## config.mk

```make
export PLATFORM = sky130hd
export DESIGN_NAME = fifo_width_down
export DESIGN_NICKNAME = d
export VERILOG_FILES = /design/src/design/fifo_pkg.sv /design/src/design/fifo_width_down.sv /design/src/design/fifo_status.sv /design/src/design/fifo_read_ctrl.sv /design/src/design/fifo_write_ctrl.sv /design/src/design/fifo_dpram.sv
export VERILOG_INCLUDE_DIRS = /design/src /design/src/include
export SDC_FILE = /design/constraint.sdc
export NUM_CORES = 1
export LEC_CHECK = 0
export ABC_AREA = 1
export BUFFER_PORTS_ARGS = -buffer_cell sky130_fd_sc_hd__buf_2
export CAP_MARGIN = 20
export CORE_MARGIN = 1.5
export CORE_UTILIZATION = 45
export CTS_CLUSTER_SIZE = 28
export DETAILED_ROUTE_END_ITERATION = 10
export HOLD_SLACK_MARGIN = 0.08
export PLACE_DENSITY = 0.63
export SLEW_MARGIN = 20
export SYNTH_ARGS = -nofsm -noshare
export SYNTH_HDL_FRONTEND = slang
export SYNTH_SLANG_ARGS = --single-unit
```

## constraint.sdc

```tcl
create_clock -name clock -period 5.1 [get_ports clock]
set_input_delay 0 -clock clock [delete_from_list [all_inputs] [get_ports clock]]
set_output_delay 0 -clock clock [all_outputs]
set_load 0.01 [all_outputs]
```

## src/include/fifo_macros.svh

```systemverilog
`ifndef FIFO_MACROS_SVH
`define FIFO_MACROS_SVH

//////////////////////////////////////////////////////////////////////
// data widths
//////////////////////////////////////////////////////////////////////

// one write word
`define FIFO_IN_WIDTH 32
// one read item
`define FIFO_OUT_WIDTH 8
// read items per write word, lane index width
`define FIFO_LANES 4
`define FIFO_LANE_BITS 2

//////////////////////////////////////////////////////////////////////
// storage and thresholds
//////////////////////////////////////////////////////////////////////

// depth in wide words, address width without the wrap bit
`define FIFO_DEPTH 16
`define FIFO_ADDR_BITS 4
// prog_full compares words, prog_empty compares items
`define FIFO_PROG_FULL_THRESH 12
`define FIFO_PROG_EMPTY_THRESH 6

`endif
```

## src/design/fifo_pkg.sv

```systemverilog
package fifo_pkg;

    `include "fifo_macros.svh"

    // payload types for both sides
    typedef logic [`FIFO_IN_WIDTH-1:0] wide_word_t;
    typedef logic [`FIFO_OUT_WIDTH-1:0] narrow_word_t;

    // word pointer carries one extra wrap bit above the address
    typedef logic [`FIFO_ADDR_BITS:0] word_ptr_t;
    typedef logic [`FIFO_LANE_BITS-1:0] lane_t;

    // 0..16 words in ram, 0..68 items incl. the held word
    typedef logic [`FIFO_ADDR_BITS:0] word_count_t;
    typedef logic [6:0] item_count_t;

    // does the ram output register hold a word not yet fully read
    typedef enum logic {
        hold_empty,
        hold_full
    } rd_state_e;

    // ram write request
    typedef struct packed {
        logic en;
        logic [`FIFO_ADDR_BITS-1:0] addr;
        wide_word_t data;
    } ram_wr_t;

    // read side position as seen by the status logic
    typedef struct packed {
        word_ptr_t word_ptr;
        lane_t lane;
        rd_state_e state;
    } rd_progress_t;

    typedef struct packed {
        logic full;
        logic empty;
        logic almost_full;
        logic almost_empty;
        logic prog_full;
        logic prog_empty;
    } fifo_flags_t;

endpackage

```

## src/design/fifo_width_down.sv

```systemverilog
`timescale 1ns/1ns

`include "fifo_macros.svh"

module fifo_width_down import fifo_pkg::*; (
    input  logic         clock,
    input  logic         reset,
    input  logic         wr_en,
    input  wide_word_t   din,
    input  logic         rd_en,
    output logic         wr_ready,
    output logic         wr_ack,
    output logic         valid,
    output narrow_word_t dout,
    output logic         full,
    output logic         empty,
    output logic         almost_full,
    output logic         almost_empty,
    output logic         prog_full,
    output logic         prog_empty,
    output logic         overflow,
    output logic         underflow,
    output word_count_t  wr_data_count,
    output word_count_t  wr_data_space,
    output item_count_t  rd_data_count
);

    //////////////////////////////////////////////////////////////////////
    // internal nets
    //////////////////////////////////////////////////////////////////////

    ram_wr_t ram_wr;
    word_ptr_t wr_ptr;
    logic ram_rd_en;
    logic [`FIFO_ADDR_BITS-1:0] ram_rd_addr;
    wide_word_t ram_rd_data;
    rd_progress_t progress;
    logic ram_empty;
    logic status_full;
    fifo_flags_t flags;

    //////////////////////////////////////////////////////////////////////
    // write side, storage, read side
    //////////////////////////////////////////////////////////////////////

    fifo_write_ctrl write_ctrl_i (
        .clock    (clock),
        .reset    (reset),
        .wr_en    (wr_en),
        .din      (din),
        .full     (status_full),
        .wr_ready (wr_ready),
        .wr_ack   (wr_ack),
        .overflow (overflow),
        .wr       (ram_wr),
        .wr_ptr   (wr_ptr)
    );

    fifo_dpram dpram_i (
        .clock   (clock),
        .wr      (ram_wr),
        .rd_en   (ram_rd_en),
        .rd_addr (ram_rd_addr),
        .rd_data (ram_rd_data)
    );

    fifo_read_ctrl read_ctrl_i (
        .clock       (clock),
        .reset       (reset),
        .rd_en       (rd_en),
        .ram_empty   (ram_empty),
        .ram_rd_data (ram_rd_data),
        .ram_rd_en   (ram_rd_en),
        .ram_rd_addr (ram_rd_addr),
        .progress    (progress),
        .valid       (valid),
        .underflow   (underflow),
        .dout        (dout)
    );

    // counts and flags straight from the pointers, no extra latency
    fifo_status status_i (
        .wr_ptr        (wr_ptr),
        .progress      (progress),
        .ram_empty     (ram_empty),
        .full          (status_full),
        .flags         (flags),
        .wr_data_count (wr_data_count),
        .wr_data_space (wr_data_space),
        .rd_data_count (rd_data_count)
    );

    // flag struct onto the top level pins
    assign full = flags.full;
    assign empty = flags.empty;
    assign almost_full = flags.almost_full;
    assign almost_empty = flags.almost_empty;
    assign prog_full = flags.prog_full;
    assign prog_empty = flags.prog_empty;

endmodule

```

## src/design/fifo_status.sv

```systemverilog
`timescale 1ns/1ns

`include "fifo_macros.svh"

module fifo_status import fifo_pkg::*; (
    input  word_ptr_t    wr_ptr,
    input  rd_progress_t progress,
    output logic         ram_empty,
    output logic         full,
    output fifo_flags_t  flags,
    output word_count_t  wr_data_count,
    output word_count_t  wr_data_space,
    output item_count_t  rd_data_count
);

    // items still unread in the held word
    item_count_t held_items;

    //////////////////////////////////////////////////////////////////////
    // word side
    //////////////////////////////////////////////////////////////////////

    // words still in the ram, held word excluded
    // the wrap bit makes the 5 bit difference exact for 0..16
    assign wr_data_count = wr_ptr - progress.word_ptr;
    assign wr_data_space = word_count_t'(`FIFO_DEPTH) - wr_data_count;

    assign full = (wr_data_count == word_count_t'(`FIFO_DEPTH));
    assign ram_empty = (wr_data_count == '0);

    //////////////////////////////////////////////////////////////////////
    // item side
    //////////////////////////////////////////////////////////////////////

    always_comb begin
        if (progress.state == hold_full) begin
            held_items = item_count_t'(`FIFO_LANES) - item_count_t'(progress.lane);
        end else begin
            held_items = '0;
        end
    end

    // four items per stored word plus what is left in the held one
    assign rd_data_count = item_count_t'({wr_data_count, 2'b00}) + held_items;

    //////////////////////////////////////////////////////////////////////
    // level flags
    //////////////////////////////////////////////////////////////////////

    assign flags.full = full;
    assign flags.empty = (rd_data_count == '0);
    // one more write would make it full
    assign flags.almost_full = (wr_data_count >= word_count_t'(`FIFO_DEPTH - 1));
    // at most one item left to read
    assign flags.almost_empty = (rd_data_count <= item_count_t'(1));
    assign flags.prog_full = (wr_data_count >= word_count_t'(`FIFO_PROG_FULL_THRESH));
    assign flags.prog_empty = (rd_data_count <= item_count_t'(`FIFO_PROG_EMPTY_THRESH));

    // writer and reader pointers live in different modules,
    // together they must never hold more than the ram depth
    always_comb begin
        assert final ($isunknown(wr_data_count)
                      || (wr_data_count <= word_count_t'(`FIFO_DEPTH)))
        else $error("word count above fifo depth");
    end

endmodule

```

## src/design/fifo_read_ctrl.sv

```systemverilog
`timescale 1ns/1ns

`include "fifo_macros.svh"

module fifo_read_ctrl import fifo_pkg::*; (
    input  logic                       clock,
    input  logic                       reset,
    input  logic                       rd_en,
    input  logic                       ram_empty,
    input  wide_word_t                 ram_rd_data,
    output logic                       ram_rd_en,
    output logic [`FIFO_ADDR_BITS-1:0] ram_rd_addr,
    output rd_progress_t               progress,
    output logic                       valid,
    output logic                       underflow,
    output narrow_word_t               dout
);

    // next word to fetch from the ram
    word_ptr_t rd_ptr;
    // item within the held word, 0 is the top byte
    lane_t lane;
    rd_state_e state;

    logic consume;
    logic last_lane;
    logic fetch;
    lane_t byte_sel;

    //////////////////////////////////////////////////////////////////////
    // fwft control
    //////////////////////////////////////////////////////////////////////

    // held word has at least one unread lane
    assign valid = (state == hold_full);
    assign consume = valid & rd_en;
    assign last_lane = (lane == lane_t'(`FIFO_LANES - 1));

    // refill when nothing is held, or when the last lane leaves this cycle
    // the second case keeps the stream gapless
    assign fetch = ~ram_empty & ((state == hold_empty) | (consume & last_lane));

    assign ram_rd_en = fetch;
    assign ram_rd_addr = rd_ptr[`FIFO_ADDR_BITS-1:0];

    always_ff @(posedge clock or posedge reset) begin
        if (reset) begin
            rd_ptr <= '0;
            lane <= '0;
            state <= hold_empty;
        end else if (fetch) begin
            // ram output register takes the new word this edge
            rd_ptr <= rd_ptr + 1'b1;
            lane <= '0;
            state <= hold_full;
        end else if (consume) begin
            if (last_lane) begin
                lane <= '0;
                state <= hold_empty;
            end else begin
                lane <= lane + 1'b1;
            end
        end
    end

    // read attempted with nothing presented
    always_ff @(posedge clock or posedge reset) begin
        if (reset) begin
            underflow <= 1'b0;
        end else begin
            underflow <= rd_en & ~valid;
        end
    end

    //////////////////////////////////////////////////////////////////////
    // lane select
    //////////////////////////////////////////////////////////////////////

    // msb first, lane 0 -> bits 31:24; with 4 lanes 3 - lane is ~lane
    assign byte_sel = ~lane;
    assign dout = ram_rd_data[byte_sel * `FIFO_OUT_WIDTH +: `FIFO_OUT_WIDTH];

    assign progress = '{
        word_ptr: rd_ptr,
        lane:     lane,
        state:    state
    };

    // a stalled reader keeps the presented item
    // this relies on the ram output register loading only on a fetch
    assert property (@(posedge clock) disable iff (reset)
        valid && !rd_en |=> valid && $stable(dout))
    else $error("held item changed while the reader stalled");

endmodule

```

## src/design/fifo_write_ctrl.sv

```systemverilog
`timescale 1ns/1ns

`include "fifo_macros.svh"

module fifo_write_ctrl import fifo_pkg::*; (
    input  logic       clock,
    input  logic       reset,
    input  logic       wr_en,
    input  wide_word_t din,
    input  logic       full,
    output logic       wr_ready,
    output logic       wr_ack,
    output logic       overflow,
    output ram_wr_t    wr,
    output word_ptr_t  wr_ptr
);

    logic accept;

    //////////////////////////////////////////////////////////////////////
    // handshake
    //////////////////////////////////////////////////////////////////////

    // ready whenever there is room for one more word
    assign wr_ready = ~full;
    assign accept = wr_en & wr_ready;
    // ack is same cycle, not registered
    assign wr_ack = accept;

    // ram request, address is the pointer without its wrap bit
    assign wr = '{
        en:   accept,
        addr: wr_ptr[`FIFO_ADDR_BITS-1:0],
        data: din
    };

    //////////////////////////////////////////////////////////////////////
    // pointer and overflow
    //////////////////////////////////////////////////////////////////////

    // wraps naturally at 32, wrap bit tells full from empty
    always_ff @(posedge clock or posedge reset) begin
        if (reset) begin
            wr_ptr <= '0;
        end else if (accept) begin
            wr_ptr <= wr_ptr + 1'b1;
        end
    end

    // refused write shows up one cycle later, for one cycle
    always_ff @(posedge clock or posedge reset) begin
        if (reset) begin
            overflow <= 1'b0;
        end else begin
            overflow <= wr_en & ~wr_ready;
        end
    end

    // full is computed in the status block from both pointers
    // it may only rise after an edge that wrote a word into the ram
    assert property (@(posedge clock) disable iff (reset)
        $rose(full) |-> $past(wr.en))
    else $error("full rose without a ram write");

endmodule

```

## src/design/fifo_dpram.sv

```systemverilog
`timescale 1ns/1ns

`include "fifo_macros.svh"

module fifo_dpram import fifo_pkg::*; (
    input  logic                       clock,
    input  ram_wr_t                    wr,
    input  logic                       rd_en,
    input  logic [`FIFO_ADDR_BITS-1:0] rd_addr,
    output wide_word_t                 rd_data
);

    //////////////////////////////////////////////////////////////////////
    // storage array
    //////////////////////////////////////////////////////////////////////

    wide_word_t mem [0:`FIFO_DEPTH-1];

    // write port, one word per accepted write
    always_ff @(posedge clock) begin
        if (wr.en) begin
            mem[wr.addr] <= wr.data;
        end
    end

    //////////////////////////////////////////////////////////////////////
    // read port
    //////////////////////////////////////////////////////////////////////

    // output register only moves on a fetch
    // so it keeps presenting the word being split into lanes
    // a fetched address was always written at least one cycle earlier,
    // no read/write collision on the same word
    always_ff @(posedge clock) begin
        if (rd_en) begin
            rd_data <= mem[rd_addr];
        end
    end

endmodule

```

==> results.py <==
metrics = {
    "power": {
        "p_leak_nw": 8.50,
        "power.density_nw_per_um2": 593,
        "ir_drop_mv": 0.424,
        "p_total_w": 0.0152,
    },
    "synthesis": {
        "ys_types": 23,
        "synth_fa_ha_area_frac": 0.0105,
        "synth-async-reset-ratio": 0.0268,
        "synth_top_family_by_area": "compound AO/OA/AOI/OAI gates",
        "synth-seq-cells": 559,
        "syn_inst": 1714,
        "synth-edff-count": 544,
        "synth_compound_area_frac": 0.107,
        "synthMuxAreaShare": 0,
        "ys.flop_type": "edfxtp_1",
        "syn_nets": 1768,
        "synth_warnings": 0,
        "yosysSeqAreaShare": 0.751,
        "syn_area_um2": 22300,
        "syn_area_per_cell_um2": 13.0,
        "synth_xor_area_frac": 0.00433,
        "yosys.area_share.simple": 0.0971,
    },
    "floorplanning": {
        "io-pin-count": 72,
        "coreArea_um2": 48800,
        "die_h_um": 225,
        "fp.dieArea_um2": 50800,
        "initial_core_util": 0.456,
        "die_x_um": 225,
        "row_count": 81,
    },
    "cts": {
        "htree_levels": 2,
        "cts_resized": 0,
        "numCtsBuffers": 55,
        "cts_buffer_depth": 3,
        "cts_sinks": 559,
        "cts_setup_buffers": 0,
        "cts_tree": "built",
        "clk_pin_slew_ns": 0.06,
        "clk_latency_ns": 0.59,
        "root_buffer": "clkbuf_16",
        "cts_hold_buf": 36,
    },
    "place": {
        "gp_congestion": 0.858,
        "place_hpwl_um": 32900,
        "placed_cells": 2365,
        "port_buffers": 71,
    },
    "timing": {
        "tns_ns": 0,
        "hold_viol": 0,
        "fin_crit_sh": 0.798,
        "slew_headroom": 0.274,
        "max_clock_freq_mhz": 246,
        "slew_viol_final": 0,
        "setup_viol": 0,
        "skew_ns": 0.0199,
        "rsz0062_at_grt": "no",
        "finalCriticalPeriod_ns": 4.07,
        "worstMarginPinSlew_ns": 1.09,
        "hold_ws_ns": 0.196,
    },
    "final_layout": {
        "drive_above_1_share": 0.104,
        "nets": 1856,
        "fin_util": 0.524,
        "area_growth_syn_to_layout_pct": 14.9,
        "nFillCells": 4118,
        "stdcell_count": 2505,
        "n_antenna_cell": 0,
    },
    "worst_setup_path": {
        "path_max_fanout": 32,
        "crit_type": "register to register",
        "worst_setup_path_start_kind": "register",
        "r2r_slack_ns": 1.03,
        "reg2reg_depth": 14,
        "cp.arrival_ns": 4.28,
        "worstPathRequired_ns": 5.31,
        "cp-end-kind": "register",
    },
    "global_route": {
        "grt_overflow_total": 0,
        "grt_max_degree": 195,
        "grt_use_total": 0.226,
        "grt_pass1_wl_um": 84800,
        "antenna_found_initial": 1,
        "first_global_vias": 13626,
    },
    "min_path": {
        "hold_class": "primary input to register",
        "worstHoldPathCells": 4,
    },
    "route": {
        "routed_via_density": 5.57,
        "postRouteWirelength_um": 56500,
        "drtIter0Drc": 1453,
        "wl_per_cell_um": 22.5,
        "dr_total_vias": 13951,
        "ant_nets": 0,
        "firstDrtPassIters": 6,
        "drcViolationCount": 0,
    },
    "status": {
        "status": "complete, no violations",
    },
    "run": {
        "cap_violations": 0,
    },
}
## registers in the layout, indices dropped and copies added, names as in the netlist
signal,cells
read_ctrl_i.rd_ptr,5
dpram_i.rd_data,32
write_ctrl_i.wr_ptr,5
read_ctrl_i.lane,2
write_ctrl_i.overflow,1
dpram_i.mem,512
read_ctrl_i.valid,1
read_ctrl_i.underflow,1
## cell families (layout without fill, tap and decap cells)
group                      after synthesis  in the layout
DFF                                    559            559
and+or+nand+nor                        552            552
AOI/OAI and AO/OA                      424            424
buffers and inverters                  150            277
adders and majority gates               18             18
xor gates and xnor gates                11             11
## cell usage after synthesis, drive strengths merged, types with 5 or more instances
master,instances,area share
buf,45,0.013
clkbuf,59,0.0099
clkinv,5,0.00084
dfrtp,15,0.017
edfxtp,544,0.73
ha,17,0.0096
inv,41,0.0069
nand2,120,0.020
nand3,64,0.014
nor2,363,0.061
o211ai,64,0.022
o21ai,285,0.064
o22ai,72,0.020
xor2,11,0.0043
## report_power, final
| part | internal [W] | leakage [nW] | switching [W] |
|---|---|---|---|
| clock network | 0.00227 | 0.844 | 0.00164 |
| logic | 0.00157 | 2.57 | 0.00383 |
| registers | 0.00568 | 5.09 | 0.000173 |
## through the flow
step	cell area (µm²)	worst slack [ns]
final	25600	1.03
after global routing	25600	0.754
after CTS	25400	0.964
after detailed placement	23300	0.964
after global placement	23200	1.04
after floorplan	22300	-0.0388
## worst max-delay path, cell delays in order (launching register included)
cell	delay, ns
dfrtp_1	0.41
inv_1	0.14
ha_1	0.16
inv_1	0.05
fa_1	0.62
inv_1	0.09
ha_1	0.21
nand2_1	0.07
nor2_1	0.06
ha_1	0.22
inv_1	0.07
nand2_1	0.16
clkinv_1	0.21
nand2_1	0.27
nor2_4	0.89
## routing by layer
| layer | vias to the layer above | wire length [µm] | GRT usage |
|---|---|---|---|
| met3 | 75 | 4260 | 0.0408 |
| met1 | 6933 | 24300 | 0.319 |
| met5 | - | 0 | 0 |
| met4 | 0 | 1200 | 0.0645 |
| li1 | 6438 | - | - |
| met2 | 505 | 26700 | 0.361 |
## layout make-up
type	instances	area, µm²	share of cell area
clock buffer	66	1460	0.0571
clock inverter	30	259	0.0101
inverter	46	178	0.00694
multi-input combinational	1005	4990	0.195
sequential	559	16700	0.653
tap	664	831	0.0325
timing repair buffer	135	1160	0.0453
## final timing paths
check                                                   start                            endpoint
max                        write_ctrl_i.wr_ptr[0]$_DFFE_PP0P_        dpram_i.mem[14][1]$_DFFE_PP_
min                                                     wr_en     write_ctrl_i.overflow$_DFF_PP0_
max reg2reg                write_ctrl_i.wr_ptr[0]$_DFFE_PP0P_        dpram_i.mem[14][1]$_DFFE_PP_
min reg2reg                write_ctrl_i.wr_ptr[4]$_DFFE_PP0P_  write_ctrl_i.wr_ptr[4]$_DFFE_PP0P_
max in group asynchronous                               reset   read_ctrl_i.rd_ptr[1]$_DFFE_PP0P_
min in group asynchronous                               reset  write_ctrl_i.wr_ptr[1]$_DFFE_PP0P_
## layout by cell type (no fill, tap or decap), types with 8 or more instances in the layout
cell type      count
edfxtp_1         544
nor2_1           348
o21ai_0          273
nand2_1          120
o22ai_1           72
buf_2             71
o211ai_1          64
nand3_1           64
clkbuf_16         57
inv_1             39
dlygate4sd3_1     36
clkinv_1          21
ha_1              17
nor2_4            15
buf_4             13
o21ai_1           12
dfrtp_1           12
xor2_1            11
clkbuf_1           9
buf_12             9
clkinv_2           8
Note: power is estimated with default switching activity, not from simulation.
